## src/eeprom_params.svh

```systemverilog
`ifndef EEPROM_PARAMS_SVH
`define EEPROM_PARAMS_SVH

`default_nettype none

// 24C16 geometry, 2 KB behind an 11-bit byte address
`define EEPROM_ADDR_W 11

`define EEPROM_DEV_TYPE 4'b1010  // control byte high nibble

// CLK cycles per SCL quarter, SCL period is 4x this
`define SCL_QUARTER 2

`default_nettype wire

`endif

```

## src/i2c_pkg.sv

```systemverilog
`include "eeprom_params.svh"
`default_nettype none

package i2c_pkg;

    typedef struct packed {
        logic                      valid;  // single clock
        logic                      write;
        logic [`EEPROM_ADDR_W-1:0] addr;
        logic [7:0]                wdata;
    } eep_req_t;

    typedef struct packed {
        logic       done;   // single clock
        logic       nack;   // some byte went unacknowledged
        logic [7:0] rdata;
    } eep_rsp_t;

    typedef enum logic [2:0] {
        BIT_NONE,
        BIT_START,
        BIT_STOP,
        BIT_WRITE,
        BIT_READ_ACK,
        BIT_READ_NACK
    } bit_cmd_e;

    typedef enum logic [3:0] {
        ST_IDLE,
        ST_WR_START,
        ST_CTRL_WR,
        ST_ADDR_WR,
        ST_DATA_WR,
        ST_RD_START,   // repeated start of a random read
        ST_CTRL_RD,
        ST_DATA_RD,
        ST_STOP,
        ST_FINISH
    } ctrl_state_e;

endpackage

`default_nettype wire

```

## src/i2c_byte_shifter.sv

```systemverilog
`timescale 1ns/1ps
`include "eeprom_params.svh"
`default_nettype none

module i2c_byte_shifter
    import i2c_pkg::*;
(
    input  wire        CLK,
    input  wire        RESET,
    input  bit_cmd_e   cmd,
    input  wire  [7:0] tx_byte,
    output logic       busy,
    output logic       done,
    output logic [7:0] rx_byte,
    output logic       rx_ack,
    output logic       scl,
    output logic       sda_drive_low,
    input  wire        sda_in
);

    localparam int QW = (`SCL_QUARTER > 1) ? $clog2(`SCL_QUARTER) : 1;

    typedef enum logic [2:0] {
        SH_IDLE,
        SH_START,
        SH_STOP,
        SH_WRITE,
        SH_READ
    } sh_state_e;

    sh_state_e   state;
    logic [QW-1:0] qcnt;
    logic        qtick;
    logic [1:0]  phase;      // quarter within one SCL period
    logic [3:0]  bit_cnt;    // 0..7 data, 8 is the ack slot
    logic [7:0]  shreg;
    logic        master_ack;

    assign qtick = (qcnt == QW'(`SCL_QUARTER - 1));
    assign busy  = (state != SH_IDLE);

    always_ff @(posedge CLK) begin
        if (RESET) begin
            state         <= SH_IDLE;
            qcnt          <= '0;
            phase         <= 2'd0;
            bit_cnt       <= 4'd0;
            scl           <= 1'b1;
            sda_drive_low <= 1'b0;
            done          <= 1'b0;
        end else begin
            done <= 1'b0;
            if (state == SH_IDLE) begin
                if (cmd != BIT_NONE) begin
                    qcnt       <= '0;
                    phase      <= 2'd0;
                    bit_cnt    <= 4'd0;
                    shreg      <= tx_byte;
                    master_ack <= (cmd == BIT_READ_ACK);
                    scl        <= 1'b0;  // q0 is always SCL low
                    case (cmd)
                        BIT_START: begin
                            state         <= SH_START;
                            sda_drive_low <= 1'b0;
                        end
                        BIT_STOP: begin
                            state         <= SH_STOP;
                            sda_drive_low <= 1'b1;
                        end
                        BIT_WRITE: begin
                            state         <= SH_WRITE;
                            sda_drive_low <= ~tx_byte[7];  // msb first
                        end
                        default: begin
                            state         <= SH_READ;
                            sda_drive_low <= 1'b0;
                        end
                    endcase
                end
            end else if (!qtick) begin
                qcnt <= qcnt + 1'b1;
            end else begin
                qcnt  <= '0;
                phase <= phase + 2'd1;
                unique case (phase)
                    2'd0: scl <= 1'b1;
                    2'd1: begin
                        // middle of SCL high
                        if (state == SH_START)
                            sda_drive_low <= 1'b1;
                        else if (state == SH_STOP)
                            sda_drive_low <= 1'b0;
                        else if (state == SH_WRITE && bit_cnt == 4'd8)
                            rx_ack <= ~sda_in;
                        else if (state == SH_READ && bit_cnt != 4'd8)
                            shreg <= {shreg[6:0], sda_in};
                    end
                    2'd2: begin
                        if (state != SH_STOP)
                            scl <= 1'b0;  // stop leaves SCL high
                    end
                    2'd3: begin
                        if (state == SH_START || state == SH_STOP || bit_cnt == 4'd8) begin
                            state <= SH_IDLE;
                            done  <= 1'b1;
                            if (state == SH_READ)
                                rx_byte <= shreg;
                        end else begin
                            bit_cnt <= bit_cnt + 4'd1;
                            if (state == SH_WRITE) begin
                                shreg         <= {shreg[6:0], 1'b0};
                                sda_drive_low <= (bit_cnt == 4'd7) ? 1'b0 : ~shreg[6];
                            end else begin
                                sda_drive_low <= (bit_cnt == 4'd7) ? master_ack : 1'b0;
                            end
                        end
                    end
                endcase
            end
        end
    end

    // line may only move under a high SCL as a start or stop
    a_sda_stable: assert property (@(posedge CLK) disable iff (RESET)
        (scl && $past(scl) && (sda_in != $past(sda_in)))
            |-> (state == SH_START || state == SH_STOP));

endmodule

`default_nettype wire

```

## config.mk

```make
export PLATFORM = sky130hd
export DESIGN_NAME = i2c_byte_shifter
export DESIGN_NICKNAME = d
export VERILOG_FILES = /design/src/i2c_pkg.sv /design/src/i2c_byte_shifter.sv
export VERILOG_INCLUDE_DIRS = /design/src
export SDC_FILE = /design/constraint.sdc
export NUM_CORES = 1
export LEC_CHECK = 0
export BUFFER_PORTS_ARGS = -buffer_cell sky130_fd_sc_hd__buf_2
export CAP_MARGIN = 20
export CORE_MARGIN = 2
export CORE_UTILIZATION = 54
export DETAILED_ROUTE_END_ITERATION = 6
export PLACE_DENSITY_LB_ADDON = 0.3
export SYNTH_ARGS = -nofsm -noshare
export SYNTH_HDL_FRONTEND = slang
export SYNTH_SLANG_ARGS = --single-unit
```

## constraint.sdc

```tcl
create_clock -name CLK -period 2.5 [get_ports CLK]
set_input_delay 0.375 -clock CLK [delete_from_list [all_inputs] [get_ports CLK]]
set_output_delay 0.375 -clock CLK [all_outputs]
set_load 0.02 [all_outputs]
```

Word level (Yosys, flattened, before mapping) --
Cells that the tools add are included.
Word-level totals: flip-flop bits (word level) 31, output and inout bits 13, logic and storage cells 114
Cells by class: add/sub/neg operators 3, eq/ne operators 25, mux-type cells 43, bitwise gates (word level) 9, reduce and logical (&&, ||, !) cells 23
Operators by type and width (count):
- 8-bit two-way mux | 9
- 3-bit inequality test (second input constant) | 7
- 4-bit two-way mux | 5
- 1-bit two-way mux | 16
- 8-bit one-hot mux with 2 select lines | 1
- 3-bit two-way mux | 5
- 3-bit by 2-bit equality test with 1-bit output (second input constant) | 4
- 4-bit AND reduction | 3
- 3-bit nonzero test | 4
- 10-bit AND reduction | 1
- 1-bit inverter | 9
- 3-bit one-hot mux with 3 select lines | 1
- 4-bit inequality test (second input constant) | 2
- 7-bit AND reduction | 1
- 3-bit by 1-bit equality test with 1-bit output (second input constant) | 2
- 3-bit equality test (second input constant) | 2
- 2-bit two-way mux | 3
- 1-bit one-hot mux with 2 select lines | 3
- 6-bit AND reduction | 1
- 2-bit nonzero test | 3
- 5-bit AND reduction | 1
- 4-bit by 1-bit adder with 4-bit output (second input constant) | 1
- 2-bit equality test (second input constant) | 2
- 4-bit by 3-bit equality test with 1-bit output (second input constant) | 1
- 14 further kinds | 16

Logic depth before layout (Yosys ltp) --
Gate-level depths: netlist of run 1.
word-level depth 9, gate-level depth with buffers 7, gate-level depth less buffers 7

Worst setup path after synthesis of run 1 --
No wires, ideal clock.
kind input to register, start in RESET, end reg rx_byte[0], enable pin, arrival 1.676 ns, required time 2.105 ns, slack 0.429 ns, cell stages on the path 3, buffers on the path 2, cell sequence clkbuf_1 clkbuf_1 nor4_1
On the way: cells in the longest elaborated chain, start to end 2
Ends and longest elaborated chain:
- from (decl) | line i2c_byte_shifter.sv:9 | input wire RESET,
- 1-bit inverter (no line)
- 6-bit AND reduction (no line)
- to (signal assigned) | line i2c_byte_shifter.sv:107 | rx_byte <= shreg;
- to (decl) | line i2c_byte_shifter.sv:14 | output logic [7:0] rx_byte,
Every way passes these cells. A chain may end at the register's enable or synchronous reset.

Final worst setup path of run 1 --
start reg state[0], end out busy
On the way: cells in the longest elaborated chain, start to end 1
Ends and longest elaborated chain:
- from (decl) | line i2c_byte_shifter.sv:31 | sh_state_e state;
- from (signal assigned) | line i2c_byte_shifter.sv:44 | state <= SH_IDLE;
- from (signal assigned) | line i2c_byte_shifter.sv:63 | state <= SH_START;
- from (signal assigned) | line i2c_byte_shifter.sv:67 | state <= SH_STOP;
- 3-bit nonzero test | line i2c_byte_shifter.sv:40 | assign busy = (state != SH_IDLE);
- to (decl) | line i2c_byte_shifter.sv:12 | output logic busy,
Every way passes these cells.

==> insert_results.sql, run 1 <==
INSERT INTO impl_metrics (metric_group, metric, value, unit) VALUES
('cts', 'tritoncts', 'built', ''),
('logic_synthesis', 'syn-num-nets', '170', ''),
('worst_setup_path', 'critical_path_peak_fanout', '14', ''),
('sta', 'grt_setup_unrepaired', 'false', ''),
('sta', 'slew_violations', '0', ''),
('detailed_routing', 'dr.pass1.iters', '4', ''),
('final_layout', 'utilization', '63.3', '%'),
('cts', 'cts.sink_count', '31', ''),
('detailed_routing', 'avgViaCountPerCell', '5.71', ''),
('worst_setup_path', 'worst-endpoint-required', '2.12', 'ns'),
('final_layout', 'area.growth.synth_to_final', '12.9', '%'),
('detailed_routing', 'detail_routed_net_length_per_standard_cell', '15.1', 'um'),
('pwr', 'power.static_leakage', '0.706', 'nW'),
('pwr', 'total_power', '1.13', 'mW'),
('placed_design', 'placement.cell_area', '0.00167', 'mm2'),
('grt', 'wire_length_of_the_first_global_routing_pass', '5.22', 'mm'),
('pwr', 'vdd_ir_drop_max', '0.465', 'mV'),
('die', 'core-area', '0.00271', 'mm2'),
('placed_design', 'place.port_buffers', '26', ''),
('logic_synthesis', 'mappedNetlistArea', '0.00152', 'mm2'),
('final_layout', 'regArea', '801', 'um2'),
('logic_synthesis', 'synth_simple_gate_area_share', '20.6', '%'),
('logic_synthesis', 'post_synth_edffs', '18', ''),
('logic_synthesis', 'synthesis.instances', '150', ''),
('grt', 'grt_start_max_net_pins', '18', ''),
('final_layout', 'layout-drive-gt1-share', '23.5', '%'),
('pwr', 'power_density', '658', 'mW/mm2'),
('final_layout', 'total_area_of_multi_input_combinational_cells', '639', 'um2'),
('detailed_routing', 'vias', '1200', ''),
('logic_synthesis', 'synth_top_family_by_area', 'simple AND/OR/NAND/NOR gates', ''),
('cts', 'cts_bufs_inserted', '5', ''),
('sta', 'layout_worst_path_cycle_share', '85.8', '%'),
('die', 'die_h', '57.0', 'um'),
('detailed_routing', 'drt-total-wl', '3.17', 'mm'),
('sta', 'timing.slew.headroom', '67.8', '%'),
('worst_hold_path', 'hold_class', 'in2reg', ''),
('sta', 'tightest_slew', '0.482', 'ns'),
('die', 'die-width', '57.0', 'um'),
('grt', 'grt_overflow_total', '0', ''),
('die', 'floorplan.io_pins', '27', ''),
('sta', 'hold_slack_final', '0.306', 'ns'),
('worst_setup_path', 'cp.arrival', '1.77', 'ns'),
('logic_synthesis', 'synth.ff_latch_count', '31', ''),
('cts', 'max-clock-path-buffers', '2', ''),
('sta', 'setup-violations-final', '0', ''),
('final_layout', 'nFillCells', '235', ''),
('cts', 'cts.root.buffer_cell', 'sky130_fd_sc_hd__clkbuf_4', ''),
('logic_synthesis', 'ys_dominant_reg_cell', 'sky130_fd_sc_hd__edfxtp_1', ''),
('worst_setup_path', 'critPathLaunchType', 'flop', ''),
('logic_synthesis', 'mean_area_per_synthesized_cell', '10.1', 'um2'),
('logic_synthesis', 'synth_adder_area_share', '4.94', '%'),
('cts', 'clock_latency', '0.33', 'ns'),
('logic_synthesis', 'yosys_warnings', '0', ''),
('sta', 'final.setup_skew', '0.00539', 'ns'),
('cts', 'post-cts-setup-buffer-count', '0', ''),
('logic_synthesis', 'synth.mux.area_fraction', '0.659', '%'),
('logic_synthesis', 'yosysUniqueCellTypes', '41', ''),
('job', 'maxCapViolCount', '0', ''),
('logic_synthesis', 'seq_area_frac_synth', '52.7', '%'),
('sta', 'final_critical_path_time_including_i_o_delays_and_setup', '2.14', 'ns'),
('cts', 'cts_resized', '0', ''),
('placed_design', 'dpl_hpwl', '2.40', 'mm'),
('detailed_routing', 'drc', '0', ''),
('worst_setup_path', 'worst-setup-path-type', 'reg2out', ''),
('sta', 'max_clock_freq', '466', 'MHz'),
('final_layout', 'diodes', '0', ''),
('detailed_routing', 'route.antenna.remaining_nets', '0', ''),
('final_layout', 'finalInstanceArea', '0.00172', 'mm2'),
('worst_setup_path', 'setup.worst_path.end_class', 'output port', ''),
('placed_design', 'gp_congestion', '0.912', ''),
('run_status', 'outcome', 'complete, no violations', '');
## final cells by class
cell class	count	share of cell area (%)
sequential	31	46.7
clock inverter	2	0.511
clock buffer	6	2.41
multi-input combinational	102	37.3
tap	31	2.26
inverter	9	1.97
timing repair buffer	29	8.90
## logic make-up after synthesis
kind of cell / Yosys count
mux: 1
buf+inv: 17
xor+xnor: 3
flops: 31
compound gates: 28
simple gates: 64
fa+ha+maj: 6
## worst max-delay path, stage by stage (launching register included)
cell and delay [ns]:
sky130_fd_sc_hd__dfxtp_1 0.45, sky130_fd_sc_hd__nor3_4 0.50, sky130_fd_sc_hd__inv_1 0.11, sky130_fd_sc_hd__buf_4 0.21, sky130_fd_sc_hd__buf_2 0.17
## layer usage
layer / up-vias / GRT usage [%] / share of wire [%]
li1: 579 / - / -
met1: 558 / 24.7 / 39
met2: 53 / 36.5 / 51
met3: 10 / 7.26 / 7.7
met4: 0 / 9.30 / 2.5
met5: - / 0 / 0
## where the power goes
part	switching, mW	total [mW]	internal (mW)
registers	0.0387	0.631	0.593
clock network	0.163	0.268	0.105
logic	0.144	0.229	0.0843
## cells in the final DEF, fill, tap and decap left out, drive strengths merged, types with 2 or more instances in the layout
master	count
a211oi	2
a21oi	7
a22o	2
buf	29
clkbuf	6
clkinv	2
dfxtp	13
edfxtp	18
ha	6
inv	9
nand2	32
nand2b	2
nand3	3
nand3b	2
nor2	11
nor2b	3
nor3	5
nor4	2
o21ai	4
o31ai	3
or3	2
xnor2	3
## final timing paths
path | start | endpoint | slack (ns) | cells past startpoint
max | state[0] | busy | 0.36 | 4
min | tx_byte[6] | shreg[6] | 0.31 | 3
max reg2reg | state[0] | shreg[0] | 0.53 | 5
min reg2reg | shreg[7] | rx_byte[7] | 0.44 | 0
## sequential cells by signal (all words and copies together) (netlist names)
signal,flops
phase,2
state,3
rx_byte,8
master_ack,1
shreg,8
bit_cnt,4
done,1
qcnt,1
sda_drive_low,1
scl,1
rx_ack,1
## cells in the mapped netlist (3+ instances only)
cell / count / area [um2]
sky130_fd_sc_hd__nand3_1: 3 / 15.0
sky130_fd_sc_hd__xnor2_1: 3 / 26.3
sky130_fd_sc_hd__edfxtp_1: 18 / 541
sky130_fd_sc_hd__o21ai_0: 4 / 20.0
sky130_fd_sc_hd__nand2_1: 32 / 120
sky130_fd_sc_hd__nor3_1: 4 / 20.0
sky130_fd_sc_hd__buf_2: 3 / 15.0
sky130_fd_sc_hd__ha_1: 6 / 75.1
sky130_fd_sc_hd__a21oi_1: 5 / 25.0
sky130_fd_sc_hd__nor2_1: 11 / 41.3
sky130_fd_sc_hd__nor2b_1: 3 / 18.8
sky130_fd_sc_hd__inv_1: 9 / 33.8
sky130_fd_sc_hd__dfxtp_1: 13 / 260
## per-stage QoR
| stage | cells | setup slack [ns] |
|---|---|---|
| after global placement | 202 | 0.658 |
| after global routing | 210 | 0.205 |
| after detailed placement | 202 | 0.570 |
| after floorplan | 150 | 0.429 |
| final | 210 | 0.356 |
| after CTS | 210 | 0.348 |
(Power assumes the default switching activity.)
==> run 2: changes to the inputs <==
--- a/config.mk
+++ b/config.mk
@@ -6,11 +6,11 @@
 export SDC_FILE = /design/constraint.sdc
 export NUM_CORES = 1
 export LEC_CHECK = 0
-export BUFFER_PORTS_ARGS = -buffer_cell sky130_fd_sc_hd__buf_2
 export CAP_MARGIN = 20
 export CORE_MARGIN = 2
-export CORE_UTILIZATION = 54
+export CORE_UTILIZATION = 60
 export DETAILED_ROUTE_END_ITERATION = 6
+export DONT_BUFFER_PORTS = 1
 export PLACE_DENSITY_LB_ADDON = 0.3
 export SYNTH_ARGS = -nofsm -noshare
 export SYNTH_HDL_FRONTEND = slang
==> run 2 against run 1 <==
Critical path depth fell by 1. Via count fell by 8.1%. Largest power group unchanged. Clock skew rose by 0.0037 ns. Critical endpoint unchanged. Setup slack improved by 0.21 ns. Final cell count fell by 12%. Count of clock-buffer cells in the layout fell by 1. Combinational power fell by 8.7%.
==> insert_results.sql, run 2 (same netlist as run 1, synthesis figures left out) <==
INSERT INTO impl_metrics (metric_group, metric, value, unit) VALUES
('grt', 'grt_antenna_before_repair', '0', ''),
('cts', 'cts.root.buffer_cell', 'sky130_fd_sc_hd__clkbuf_4', ''),
('sta', 'slew_violations', '0', ''),
('cts', 'htreeDepth', '2', ''),
('cts', 'cts.sink_count', '31', ''),
('final_layout', 'final_net_count', '173', ''),
('run_status', 'outcome', 'complete, no violations', ''),
('cts', 'cts_resized', '0', ''),
('worst_hold_path', 'min_from', 'RESET', ''),
('final_layout', 'area.growth.synth_to_final', '4.94', '%'),
('sta', 'final.setup_skew', '0.00909', 'ns'),
('sta', 'grt_setup_unrepaired', 'false', ''),
('sta', 'setup-violations-final', '0', ''),
('grt', 'grt_overflow_total', '0', ''),
('pwr', 'total_power', '1.14', 'mW'),
('final_layout', 'mostFrequentLayoutCells', 'sky130_fd_sc_hd__nand2_1, sky130_fd_sc_hd__edfxtp_1, sky130_fd_sc_hd__dfxtp_1', ''),
('sta', 'final_critical_path_time_including_i_o_delays_and_setup', '1.93', 'ns'),
('worst_setup_path', 'critical_path_peak_fanout', '10', ''),
('sta', 'layout_worst_path_cycle_share', '77.3', '%'),
('worst_setup_path', 'setup.reg_to_reg.worst_slack', '0.60', 'ns'),
('detailed_routing', 'dr.pass1.iters', '4', ''),
('worst_setup_path', 'critPathLaunchType', 'flop', ''),
('placed_design', 'dpl_hpwl', '2.34', 'mm'),
('cts', 'post-cts-setup-buffer-count', '0', ''),
('worst_setup_path', 'worst-setup-path-type', 'reg2out', ''),
('worst_setup_path', 'worst_setup_path_startpoint', 'state[0]', ''),
('detailed_routing', 'avgViaCountPerCell', '5.99', ''),
('sta', 'report.final.hold_viol_count', '0', ''),
('pwr', 'power.static_leakage', '0.611', 'nW'),
('sta', 'tightest_slew', '0.440', 'ns'),
('grt', 'via_count_of_the_first_global_routing_pass', '1085', ''),
('worst_setup_path', 'worst-endpoint-required', '2.12', 'ns'),
('grt', 'grt_start_max_net_pins', '18', ''),
('cts', 'max-clock-path-buffers', '2', ''),
('sta', 'fin_tns_setup', '0', 'ns'),
('final_layout', 'utilization', '65.5', '%'),
('job', 'maxCapViolCount', '0', ''),
('die', 'die_area', '0.00295', 'mm2'),
('worst_hold_path', 'hold_class', 'in2reg', ''),
('detailed_routing', 'drt-total-wl', '3.14', 'mm'),
('final_layout', 'largest_registers', 'rx_byte (8), shreg (8), bit_cnt (4)', ''),
('cts', 'tritoncts', 'built', ''),
('cts', 'clk_pin_slew', '0.10', 'ns'),
('worst_setup_path', 'worst_r2r_startpoint', 'state[0]', ''),
('die', 'floorplan.io_pins', '27', ''),
('cts', 'cts_hold_buf', '0', ''),
('final_layout', 'finalInstanceArea', '0.00159', 'mm2'),
('die', 'die_h', '54.3', 'um'),
('placed_design', 'pre_cts_slack', '0.628', 'ns'),
('sta', 'timing.slew.headroom', '70.6', '%'),
('final_layout', 'diodes', '0', ''),
('final_layout', 'mostFrequentLayoutCell', 'sky130_fd_sc_hd__nand2_1', ''),
('worst_setup_path', 'cp.arrival', '1.56', 'ns'),
('grt', 'grtUsageTotal', '25.4', '%'),
('die', 'num_rows', '18', ''),
('grt', 'wire_length_of_the_first_global_routing_pass', '4.99', 'mm'),
('placed_design', 'place.port_buffers', '0', ''),
('final_layout', 'layout-drive-gt1-share', '12.3', '%'),
('detailed_routing', 'detail_routed_net_length_per_standard_cell', '17.1', 'um'),
('die', 'core-area', '0.00243', 'mm2'),
('placed_design', 'gp_congestion', '0.853', ''),
('sta', 'final_critical_path_setup_slack', '0.567', 'ns'),
('cts', 'clock_latency', '0.34', 'ns'),
('sta', 'hold_slack_final', '0.0860', 'ns'),
('placed_design', 'place.detailed.instances', '176', ''),
('pwr', 'vdd_ir_drop_max', '0.540', 'mV'),
('final_layout', 'layoutNonFillerInstCount', '184', ''),
('placed_design', 'placement.cell_area', '0.00154', 'mm2'),
('detailed_routing', 'drc', '0', ''),
('worst_setup_path', 'setup.worst_path.end_class', 'output port', ''),
('die', 'die-width', '54.3', 'um'),
('pwr', 'power_density', '712', 'mW/mm2'),
('cts', 'cts_bufs_inserted', '5', ''),
('detailed_routing', 'vias', '1103', ''),
('die', 'initial_core_util', '62.4', '%'),
('detailed_routing', 'route.antenna.remaining_nets', '0', ''),
('detailed_routing', 'drt_iter0_drc', '43', ''),
('sta', 'max_clock_freq', '517', 'MHz');
[run 2: cell count changes in the layout (fill, tap and decap cells not counted), sizes merged]
| cell | delta |
|---|---|
| buf | -25 |
| clkbuf | -1 |
| clkinv | +1 |
[run 2: layout make-up]
type | count | area, um2
clock buffer | 5 | 37.5
clock inverter | 3 | 15.0
fill | 197 | 838
inverter | 9 | 33.8
multi-input combinational | 102 | 639
sequential | 31 | 801
tap | 30 | 37.5
timing repair buffer | 4 | 30.0
[run 2: final timing paths]
path,depth (start not counted),to
setup reg to reg,4,rx_byte[1]
hold / removal,1,phase[0]
setup / recovery,3,busy
hold reg to reg,0,rx_byte[7]
[run 2: critical path, cell delays in order (launching register included)]
cell and delay, ns:
sky130_fd_sc_hd__dfxtp_1 0.60, sky130_fd_sc_hd__nor3_4 0.11, sky130_fd_sc_hd__inv_1 0.26, sky130_fd_sc_hd__buf_4 0.25
[run 2: routing by layer]
metal	share of wire (%)	global-route usage (%)	vias to the layer above	wire length (um)
li1	-	-	532	-
met1	41	27.4	524	1300
met2	51	42.8	38	1600
met3	4.8	7.10	9	150
met4	2.9	17.5	0	91
met5	0	0	-	0
[run 2: where the power goes]
group / switching, mW / internal (mW)
Clock: 0.182 / 0.104
Combinational: 0.133 / 0.0764
Sequential: 0.0474 / 0.593
Total: 0.361 / 0.774
