## src/eeprom_params.svh

```systemverilog
`ifndef EEPROM_PARAMS_SVH
`define EEPROM_PARAMS_SVH

`default_nettype none

// 24C16 geometry, 2 KB behind an 11-bit byte address
`define EEPROM_ADDR_W 11

`define EEPROM_DEV_TYPE 4'b1010  // control byte high nibble

// CLK cycles per SCL quarter, SCL period is 4x this
`define SCL_QUARTER 2

`default_nettype wire

`endif

```

## src/i2c_pkg.sv

```systemverilog
`include "eeprom_params.svh"
`default_nettype none

package i2c_pkg;

    typedef struct packed {
        logic                      valid;  // single clock
        logic                      write;
        logic [`EEPROM_ADDR_W-1:0] addr;
        logic [7:0]                wdata;
    } eep_req_t;

    typedef struct packed {
        logic       done;   // single clock
        logic       nack;   // some byte went unacknowledged
        logic [7:0] rdata;
    } eep_rsp_t;

    typedef enum logic [2:0] {
        BIT_NONE,
        BIT_START,
        BIT_STOP,
        BIT_WRITE,
        BIT_READ_ACK,
        BIT_READ_NACK
    } bit_cmd_e;

    typedef enum logic [3:0] {
        ST_IDLE,
        ST_WR_START,
        ST_CTRL_WR,
        ST_ADDR_WR,
        ST_DATA_WR,
        ST_RD_START,   // repeated start of a random read
        ST_CTRL_RD,
        ST_DATA_RD,
        ST_STOP,
        ST_FINISH
    } ctrl_state_e;

endpackage

`default_nettype wire

```

## src/wb_pkg.sv

```systemverilog
`default_nettype none

package wb_pkg;

    localparam int WB_ADR_W = 12;
    localparam int WB_DAT_W = 8;

    // master to slave, classic cycle
    typedef struct packed {
        logic                cyc;
        logic                stb;
        logic                we;
        logic [WB_ADR_W-1:0] adr;  // bits above the eeprom range ignored
        logic [WB_DAT_W-1:0] dat;
    } wb_req_t;

    // slave to master
    typedef struct packed {
        logic                ack;
        logic                err;  // no acknowledge from the eeprom
        logic [WB_DAT_W-1:0] dat;
    } wb_rsp_t;

endpackage

`default_nettype wire
```

## src/eeprom_wb_slave.sv

```systemverilog
`timescale 1ns/1ps
`include "eeprom_params.svh"
`default_nettype none

module eeprom_wb_slave
    import wb_pkg::*, i2c_pkg::*;
(
    input  wire      CLK,
    input  wire      RESET,
    input  wb_req_t  wb_req,
    output wb_rsp_t  wb_rsp,
    output eep_req_t eep_req,
    input  eep_rsp_t eep_rsp
);

    typedef enum logic [1:0] {
        WB_IDLE,
        WB_WAIT,   // transaction in flight
        WB_DONE    // answered, waiting for stb to drop
    } wb_state_e;

    wb_state_e state;
    logic      bus_req;

    assign bus_req = wb_req.cyc && wb_req.stb;

    always_ff @(posedge CLK) begin
        if (RESET) begin
            state         <= WB_IDLE;
            eep_req.valid <= 1'b0;
            wb_rsp.ack    <= 1'b0;
            wb_rsp.err    <= 1'b0;
        end else begin
            eep_req.valid <= 1'b0;
            wb_rsp.ack    <= 1'b0;
            wb_rsp.err    <= 1'b0;
            case (state)
                WB_IDLE: begin
                    if (bus_req) begin
                        eep_req.valid <= 1'b1;
                        eep_req.write <= wb_req.we;
                        eep_req.addr  <= wb_req.adr[`EEPROM_ADDR_W-1:0];
                        eep_req.wdata <= wb_req.dat;
                        state         <= WB_WAIT;
                    end
                end
                WB_WAIT: begin
                    if (eep_rsp.done) begin
                        // an aborted cycle gets no answer
                        wb_rsp.ack <= bus_req && !eep_rsp.nack;
                        wb_rsp.err <= bus_req && eep_rsp.nack;
                        wb_rsp.dat <= eep_rsp.rdata;
                        state      <= WB_DONE;
                    end
                end
                default: begin
                    if (!bus_req)
                        state <= WB_IDLE;  // rearm
                end
            endcase
        end
    end

    a_ack_err_excl: assert property (@(posedge CLK) disable iff (RESET)
        !(wb_rsp.ack && wb_rsp.err));

endmodule

`default_nettype wire

```

## config.mk

```make
export PLATFORM = sky130hd
export DESIGN_NAME = eeprom_wb_slave
export DESIGN_NICKNAME = d
export VERILOG_FILES = /design/src/i2c_pkg.sv /design/src/wb_pkg.sv /design/src/eeprom_wb_slave.sv
export VERILOG_INCLUDE_DIRS = /design/src
export SDC_FILE = /design/constraint.sdc
export NUM_CORES = 1
export LEC_CHECK = 0
export ABC_CLOCK_PERIOD_IN_PS = 7500
export BUFFER_PORTS_ARGS = -buffer_cell sky130_fd_sc_hd__buf_2
export CAP_MARGIN = 20
export CELL_PAD_IN_SITES_DETAIL_PLACEMENT = 0
export CELL_PAD_IN_SITES_GLOBAL_PLACEMENT = 1
export CORE_MARGIN = 3
export CORE_UTILIZATION = 35
export CTS_CLUSTER_DIAMETER = 50
export CTS_CLUSTER_SIZE = 14
export DETAILED_ROUTE_END_ITERATION = 8
export GPL_TIMING_DRIVEN = 0
export PLACE_DENSITY_LB_ADDON = 0.15
export RECOVER_POWER = 50
export SYNTH_ARGS = -nofsm -noshare
export SYNTH_HDL_FRONTEND = slang
export SYNTH_SLANG_ARGS = --single-unit
```

## constraint.sdc

```tcl
create_clock -name CLK -period 7.5 [get_ports CLK]
set_input_delay 0.75 -clock CLK [delete_from_list [all_inputs] [get_ports CLK]]
set_output_delay 0.75 -clock CLK [all_outputs]
set_load 0.02 [all_outputs]
```

# == After elaboration in Yosys (flattened, before gate mapping) ==
# Cells that the tools add are included.
# classes
eq_ne,4
muxes,5
bitwise,4
reduce_logical,10
# ops
cell,count
21-bit 2-to-1 mux,1
3-bit AND reduction,3
2-bit 2-to-1 mux,3
2-bit != test (second input constant),2
1-bit NOT,4
2-bit case mux with 2 select lines,1
1-bit logical AND,3
3-bit by 1-bit != test with 1-bit output (second input constant),1
3-bit OR reduction,1
2-bit by 1-bit equality test with 1-bit output (second input constant),1
2-bit logical NOT,1
2-bit OR reduction,1
1-bit logical NOT,1
# word_totals
register_bits,33
in_bits,35
out_inout_bits,31

# == Logic depth before layout (Yosys ltp) ==
# Gate-level depths: netlist (run 1).
# logic_depth
word_depth,3
mapped_depth,2

# == Least setup slack after synthesis (run 1) ==
# No wires, ideal clock.
# synth_timing
path_type,input -> register
startpoint,input wb_req[22] in the netlist's numbering
endpoint,"register eep_req[0] in the netlist's numbering, enable pin"
arrival_time_ns,2.793
required_time_ns,7.052
setup_slack_ns,4.259
stages,2
n_path_buf,0
path_cell_list,nand2_1 > nor4_1
# synth_between
elab_chain_len,2
# synth_rtl
item,line_no,text
from (decl),eeprom_wb_slave.sv:10,"input wb_req_t wb_req,"
1-bit logical AND,eeprom_wb_slave.sv:25,assign bus_req = wb_req.cyc && wb_req.stb;
3-bit AND reduction (no source line),n/a,
to (decl),eeprom_wb_slave.sv:12,"output eep_req_t eep_req,"
# No other way between the ends.
# A chain may end at the register's enable or synchronous reset.

# == Final worst setup path (run 1) ==
# layout_timing
startpoint,input wb_req[22] in the netlist's numbering
endpoint,"register eep_req[9] in the netlist's numbering, enable pin"
# Same word-level chain as after synthesis.

==> results of run 1 <==
## worst max path at each step
| stage | from | end | slack (ns) | cells after the start |
|---|---|---|---|---|
| 2_1_floorplan | wb_req[22] | eep_req[0] | 4.26 | 2 |
| 3_3_place_gp | wb_req[22] | eep_req[2] | 3.42 | 3 |
| 3_5_place_dp | wb_req[22] | eep_req[6] | 5.17 | 5 |
| 4_1_cts | wb_req[22] | eep_req[19] | 5.53 | 5 |
| 5_1_grt | wb_req[22] | eep_req[2] | 5.34 | 5 |
| 6_report | wb_req[22] | eep_req[9] | 5.47 | 5 |
## sequential cells by signal, summed over array words and instances, names as in the netlist
register	count
eep_req	21
wb_rsp	10
state	2
## cell usage in the layout, fill, tap and decap left out
cell type | Yosys | final
o21a_1 | 1 | 1
clkinv_2 | 0 | 2
buf_4 | 0 | 2
buf_2 | 0 | 57
edfxtp_1 | 28 | 28
nand3b_4 | 1 | 1
dfxtp_1 | 5 | 5
clkbuf_4 | 0 | 5
nand2_1 | 1 | 1
inv_1 | 3 | 3
a221oi_1 | 0 | 1
nand3_1 | 1 | 1
nor3_1 | 2 | 2
nor4_1 | 2 | 1
nand4bb_1 | 0 | 1
nor4_2 | 0 | 1
nand2b_1 | 1 | 1
clkbuf_1 | 0 | 8
o21ai_0 | 1 | 1
## layout make-up
type,count,area [µm²]
Clock buffer,6,41.29
Clock inverter,2,10.01
Fill cell,251,1364
Inverter,3,11.26
Multi-Input combinational cell,12,96.34
Sequential cell,33,940.9
Tap cell,31,38.79
Timing Repair Buffer,66,326.6
## logic make-up after synthesis
kind of cell           Yosys count  synth area share, %
and+or+nand+nor                  9                7.990
DFF                             33                88.37
buffers and inverters            3                1.058
AOI/OAI and AO/OA                3                2.585
## stage by stage
stage | cells | instance area [µm²]
after floorplan | 48 | 1065
after global placement | 143 | 1424
after detailed placement | 145 | 1445
after CTS | 153 | 1496
after global routing | 153 | 1465
final | 153 | 1465
## layer usage
layer / global-route usage (%) / part of all wire [%] / wire length [µm]
met5: 0 / 0 / 0
met4: 3.715 / 0.75 / 15
met3: 5.870 / 14 / 284
met2: 16.62 / 45 / 891
met1: 11.77 / 40 / 809
## power breakdown
part | internal, µW | leakage, µW | switching (µW)
sequential | 204 | 0.000296 | 1.79
combinational | 10.4 | 0.000289 | 12.7
clock | 35.7 | 0.0000320 | 54.5
## cells in the mapped netlist, drive strengths merged
cell     number
edfxtp       28
dfxtp         5
inv           3
nor3          2
nor4          2
a221oi        1
nand2         1
nand2b        1
nand3         1
nand3b        1
nand4bb       1
o21a          1
o21ai         1
==> impl_metrics.tcl, run 1 <==
set metrics [dict create \
    finalCritPeriodShare_pct 27.01 \
    hold_depth 1 \
    postRouteAntennaNets 0 \
    drv_cap 0 \
    hp-start "state[0]" \
    finalMaxSlewViolations 0 \
    path_cells "clkbuf_1 -> nand2_1 -> nor4_2 -> buf_4 -> buf_4" \
    holdWs_ns 0.5488 \
    cpPeakStageDelay_ns 0.50 \
    clock-sinks 33 \
    regToRegEndpoint "eep_req[9]" \
    antenna_found_initial 0 \
    grt_usage_pct 10.44 \
    num_antenna_cells 0 \
    vias 684 \
    yosys_warnings 0 \
    rr_worst_depth 3 \
    rsz0062_at_grt "no" \
    crit_type "primary input to flip-flop" \
    coreArea_um2 2829 \
    fmaxAchievable_mhz 493.6 \
    drc 0 \
    viasPerCell 4.471 \
    worstMarginPinSlew_ns 0.6259 \
    syn_nets 83 \
    wl_per_cell_um 13.08 \
    num_rows 19 \
    total_leakage_power_uw 0.0006170 \
    yosys_register_bits 33 \
    grt_pass1_wl_um 2711 \
    gr-total-overflow 0 \
    hp-class "flip-flop to flip-flop" \
    crit_fanout 10 \
    startpoint_type "primary input" \
    hpwl_um 1564 \
    insertion_delay_ns 0.32 \
    ctsResizeCount 0 \
    area_growth_pct 37.60 \
    totalWireLength_um 2001 \
    relSlewSlack_pct 57.93 \
    min_to "eep_req[20]" \
    routabilityCongestion 0.6423 \
    yosys.cell_types.count 13 \
    drive_gt1_share_pct 55.74 \
    cp_common_cell "buf_4" \
    io_pins 66 \
    clock-skew-final_ns 0.005193 \
    crit_slowest_cell "nor4_2" \
    cts_hold_buf 0 \
    grt_max_degree 11 \
    setup_ws_ns 5.474 \
    drt_iter0_drc 10 \
    clock_path_buffers 2 \
    die_y_um 61.16 \
    p_per_area_nw_per_um2 217.9 \
    drtPass1Iterations 2 \
    root_buffer "clkbuf_4" \
    path_delay_family "simple AND/OR/NAND/NOR gates" \
    synth-seq-area-share_pct 88.37 \
    timing.reg2reg.setup_slack_ns 5.77 \
    tritoncts "yes" \
    arrival_ns 2.06 \
    syn_inst 48 \
    die_area_um2 3740 \
    r2r-start "state[1]" \
    total_power_uw 319.2 \
    postCtsSetupBuffers 0 \
    pre_cts_ws_ns 5.174 \
    io_buffers 64 \
    irDropWorstVdd_v 0.0001151 \
    finish.utilization_pct 51.79 \
    required_ns 7.53 \
    htreeDepth 2 \
    synth_area_um2 1065 \
    grt_pass1_vias 642 \
    numCtsBuffers 5 \
    synth_top_area_share_pct 78.97 \
    start_util_pct 37.64 \
    endpoint_kind "flip-flop" \
    synth_area_leaders "edfxtp_1 79%, dfxtp_1 9.4%, nand4bb_4 2.6%" \
    status "finished clean" \
    path_buf_inv 3 \
    syn_area_per_cell_um2 22.18 \
    synth_top_area_cell "edfxtp_1" \
    hold_viol 0 \
    final_nets 156 \
    tns_ns 0 \
    clk_pin_slew_ns 0.09 \
    finalSetupViolations 0 \
    die_w_um 61.16 \
    fin_crit_ns 2.026 \
]
No activity file was read; power rests on OpenSTA's default activity.
==> run 2: changes to the inputs <==
- ABC_AREA: default -> 1
- ABC_CLOCK_PERIOD_IN_PS: 7500 -> 2100
- CORE_UTILIZATION: 35 -> 31
- clock period: 7.5 -> 2.1 ns (I/O delays scaled with it)
==> run 2 against run 1 <==
First-iteration DRC count is 110% higher. Non-clock buffer count is 2 lower. Via count is 0.15% lower. Largest cell class unchanged.
==> impl_metrics.tcl, run 2 <==
set metrics [dict create \
    finalCritPeriodShare_pct 80.63 \
    die_area_um2 4072 \
    synth_top_area_cell "edfxtp_1" \
    yosys.cell_types.count 10 \
    final_nets 161 \
    io_pins 66 \
    p_per_area_nw_per_um2 793.6 \
    postCtsSetupBuffers 0 \
    cts_hold_buf 0 \
    num_rows 20 \
    routabilityCongestion 0.6412 \
    syn_nets 90 \
    finish.utilization_pct 46.44 \
    grt_usage_pct 10.38 \
    irDropWorstVdd_v 0.0004797 \
    yosys_register_bits 33 \
    required_ns 2.05 \
    grt_pass1_wl_um 3015 \
    synth_most_common_cell "edfxtp_1" \
    synth_area_leaders "edfxtp_1 81%, dfxtp_1 9.7%, nand2_1 2.2%" \
    postRouteAntennaNets 0 \
    path_delay_family "simple AND/OR/NAND/NOR gates" \
    tns_ns 0 \
    yosys_warnings 0 \
    htreeDepth 2 \
    crit_fanout 20 \
    arrival_ns 1.65 \
    gr-total-overflow 0 \
    startpoint_type "flip-flop" \
    wl_per_cell_um 11.55 \
    drv_cap 0 \
    path_buf_inv 1 \
    fmaxAchievable_mhz 590.6 \
    cpPeakStageDelay_ns 0.76 \
    setup_ws_ns 0.4068 \
    viasPerCell 3.994 \
    mostFrequentLayoutCells "51 x buf_2, 28 x edfxtp_1, 13 x clkbuf_1" \
    start_util_pct 33.12 \
    endpoint_kind "flip-flop" \
    synth-seq-area-share_pct 90.82 \
    largest_register_ffs 21 \
    num_antenna_cells 0 \
    worstMarginPinSlew_ns 0.9789 \
    fin_crit_ns 1.693 \
    crit_slowest_cell "nor2_2" \
    hold_viol 0 \
    area_growth_pct 40.22 \
    pre_cts_ws_ns 0.3654 \
    finalMaxSlewViolations 0 \
    top_regs "eep_req (21), wb_rsp (10), state (2)" \
    top_register "eep_req" \
    path_cells "inv_1 -> nand3_1 -> nor2_2" \
    final_common_cell "buf_2" \
    insertion_delay_ns 0.32 \
    holdWs_ns 0.04868 \
    vias 683 \
    synth_enable_flop_cells 28 \
    crit_type "flip-flop to flip-flop" \
    ctsResizeCount 0 \
    synth_area_um2 1036 \
    synth_top_area_share_pct 81.16 \
    syn_inst 55 \
    grt_pass1_vias 613 \
    hp-class "primary input to flip-flop" \
    io_buffers 64 \
    root_buffer "clkbuf_4" \
    die_y_um 63.81 \
    drc 0 \
    netlist_top_cells_count "28 x edfxtp_1, 6 x nand2_1, 5 x dfxtp_1, 5 x inv_1, 4 x nor2_1" \
    drive_gt1_share_pct 48.03 \
    drtPass1Iterations 4 \
    fillCellCount 302 \
    clk_pin_slew_ns 0.10 \
    clock_path_buffers 2 \
    syn_area_per_cell_um2 18.84 \
    finalSetupViolations 0 \
    status "finished clean" \
    drt_iter0_drc 21 \
    relSlewSlack_pct 34.67 \
    tritoncts "yes" \
    grt_max_degree 21 \
    hpwl_um 1478 \
    total_leakage_power_uw 0.0005994 \
    postSynth.asyncResetShare_pct 0 \
    rsz0062_at_grt "no" \
    coreArea_um2 3128 \
    clock-sinks 33 \
    numCtsBuffers 5 \
    synth_ff_type "edfxtp_1" \
    totalWireLength_um 1975 \
    die_w_um 63.81 \
    antenna_found_initial 0 \
    clock-skew-final_ns 0.005084 \
]
-- run 2: report_power, final --
part	internal [µW]	switching (µW)
Sequential	730	4.85
Combinational	33.0	46.1
Clock	126	213
Total	889	264
-- run 2: area by class of cell --
cell class	instances	area [µm²]	area share [%]
sequential	33	940.9	64.77
timing repair buffer	64	304.0	20.93
multi-input combinational	17	78.83	5.426
tap	44	55.05	3.790
clock buffer	5	37.54	2.584
inverter	5	18.77	1.292
clock inverter	3	17.52	1.206
-- run 2: final timing paths --
path                                 start  slack, ns           to  depth (start not counted)
worst max-delay path              state[1]       0.41   eep_req[2]                          3
worst min-delay path            wb_req[16]       0.05  eep_req[16]                          1
worst max register to register    state[1]       0.41   eep_req[2]                          3
worst min register to register    state[1]       0.50     state[1]                          2
-- run 2: per-stage QoR --
step                cell area (µm²)  instances  power (µW)
floorplan                      1036         55       784.7
global placement               1411        163       828.7
detailed placement             1414        163       832.2
CTS                            1469        171        1172
global route                   1453        171        1214
finish                         1453        171        1153
-- run 2: routing by layer --
metal | track usage [%] | wire [µm] | part of all wire (%)
met3 | 6.678 | 244 | 12
met2 | 15.74 | 926 | 47
met4 | 4.852 | 38 | 1.9
met5 | 0 | 0 | 0
met1 | 11.25 | 765 | 39
-- run 2: worst reg2reg max path, cell delays in order, from the launching register on --
cell and delay (ns):
dfxtp_1 0.33, inv_1 0.11, nand3_1 0.12, nor2_2 0.76
-- run 2: cells by family after synthesis --
kind of cell | Yosys count | share of synthesized area, %
flops | 33 | 90.82
buf+inv | 5 | 1.812
compound gates | 1 | 0.4826
simple gates | 16 | 6.884
==> run 3: changes to the inputs <==
- ABC_CLOCK_PERIOD_IN_PS: 2100 -> 1700
- clock period: 2.1 -> 1.7 ns (I/O delays scaled with it)
==> run 3 against run 2 <==
Largest power group unchanged. Hold slack worse by 0.025 ns. Setup slack worse by 0.12 ns. Core utilization rose by 7.0 points. Combinational power grew 74%. Critical path type unchanged. Critical endpoint is now eep_req[6].
==> impl_metrics.tcl, run 3 (same netlist as run 2, synthesis figures left out) <==
set metrics [dict create \
    status "finished clean" \
    top_register "eep_req" \
    clock_path_buffers 2 \
    coreArea_um2 3128 \
    arrival_ns 1.37 \
    gr-total-overflow 0 \
    area.sequential_um2 940.9 \
    fin_crit_ns 1.409 \
    htreeDepth 2 \
    tns_ns 0 \
    crit_type "flip-flop to flip-flop" \
    rr_worst_depth 3 \
    required_ns 1.66 \
    io_buffers 64 \
    grt_pass1_wl_um 3318 \
    crit_fanout 20 \
    num_rows 20 \
    grt_pass1_vias 727 \
    drc 0 \
    multiInputGateArea_um2 83.83 \
    finalCritPeriodShare_pct 82.90 \
    grt_max_degree 21 \
    p_per_area_nw_per_um2 888.2 \
    vias 756 \
    die_w_um 63.81 \
    numCtsBuffers 5 \
    fillCellCount 294 \
    critPathLaunch "state[1]" \
    drv_cap 0 \
    start_util_pct 33.12 \
    irDropWorstVdd_v 0.0004157 \
    finalSetupViolations 0 \
    totalWireLength_um 2240 \
    relSlewSlack_pct 63.15 \
    clk_pin_slew_ns 0.09 \
    die_area_um2 4072 \
    num_antenna_cells 0 \
    routabilityCongestion 0.6311 \
    startpoint_type "flip-flop" \
    largest_register_ffs 21 \
    viasPerCell 3.938 \
    insertion_delay_ns 0.33 \
    fmaxAchievable_mhz 709.5 \
    grt_usage_pct 11.28 \
    endpoint_kind "flip-flop" \
    timing.reg2reg.setup_slack_ns 0.29 \
    wl_per_cell_um 11.67 \
    r2r-start "state[1]" \
    place_area_um2 1414 \
    die_y_um 63.81 \
    antenna_found_initial 0 \
    top_regs "eep_req (21), wb_rsp (10), state (2)" \
    total_power_uw 1485 \
    area_growth_pct 61.35 \
    drtPass1Iterations 4 \
    final_common_cell "buf_2" \
    tritoncts "yes" \
    hp-class "primary input to flip-flop" \
    critPathCapture "eep_req[6]" \
    hold_viol 0 \
    finalMaxSlewViolations 0 \
    total_leakage_power_uw 0.0006891 \
    pre_cts_ws_ns 0.02832 \
    rsz0062_at_grt "no" \
    drive_gt1_share_pct 39.86 \
    io_pins 66 \
    regToRegEndpoint "eep_req[6]" \
    hpwl_um 1517 \
    final_nets 182 \
    worstMarginPinSlew_ns 0.5515 \
    drt_iter0_drc 25 \
    stdcell_area_um2 1672 \
    root_buffer "clkbuf_4" \
    clock-sinks 33 \
    mostFrequentLayoutCells "51 x buf_2, 28 x edfxtp_1, 21 x dlygate4sd3_1" \
    postRouteAntennaNets 0 \
    setup_ws_ns 0.2906 \
    clock-skew-final_ns 0.007371 \
]
[run 3: cell types whose count changed in the layout (fill, tap and decap cells not counted)]
cell           delta
clkinvlp_4        -1
nor2_4            +1
clkinv_2          -2
clkbuf_1          +2
nor2_2            -1
clkbuf_8          +1
dlygate4sd3_1    +21
[run 3: worst min-delay path by stage]
stage                     startpoint          to  slack (ns)  cells past startpoint
after floorplan            wb_req[0]  eep_req[0]        0.27                      0
after global placement     wb_req[8]  eep_req[8]        0.35                      1
after detailed placement  eep_rsp[4]   wb_rsp[4]        0.35                      1
after CTS                  wb_req[5]  eep_req[5]      0.0001                      1
after global routing       wb_req[0]  eep_req[0]       0.002                      1
final                      wb_req[9]  eep_req[9]        0.02                      1
[run 3: final cells by class]
type,instances,area share [%]
timing repair buffer,85,30.76
inverter,5,1.123
multi-input combinational,17,5.015
sequential,33,56.29
clock buffer,8,3.518
tap,44,3.293
[run 3: worst max-delay path: stages (launching register included)]
cell     delay, ns
dfxtp_1       0.33
inv_1         0.10
nand3_1       0.15
nor2_4        0.46
[run 3: what timing repair did]
| item | 4_1_cts | 5_1_grt |
|---|---|---|
| setup buffers | 0 | 0 |
| resized for setup | 0 | 1 |
| hold endpoints to repair | 11 | 10 |
| endpoints found under the setup margin | 0 | 20 |
| hold buffers | 11 | 10 |
[run 3: report_power, final]
group	total (µW)	internal (µW)	switching [µW]
clock network	439	204	236
registers	907	901	5.79
logic	138	72.6	65.6
[run 3: layer usage]
layer  track usage (%)  routed length (µm)  vias to the layer above
li1                  -                   -                      381
met1             10.55                 787                      335
met2             19.35                1204                       35
met3             5.975                 197                        5
met4             6.469                  51                        0
met5                 0                   0                        -
[run 3: stage by stage]
step / utilization, % / hold slack, ns / instances
after floorplan: - / 0.2689 / 55
after global placement: 45.20 / 0.3470 / 163
after detailed placement: 45.20 / 0.3481 / 163
after CTS: 50.60 / 0.0001308 / 182
after global routing: 53.44 / 0.001747 / 192
final: 53.44 / 0.02402 / 192
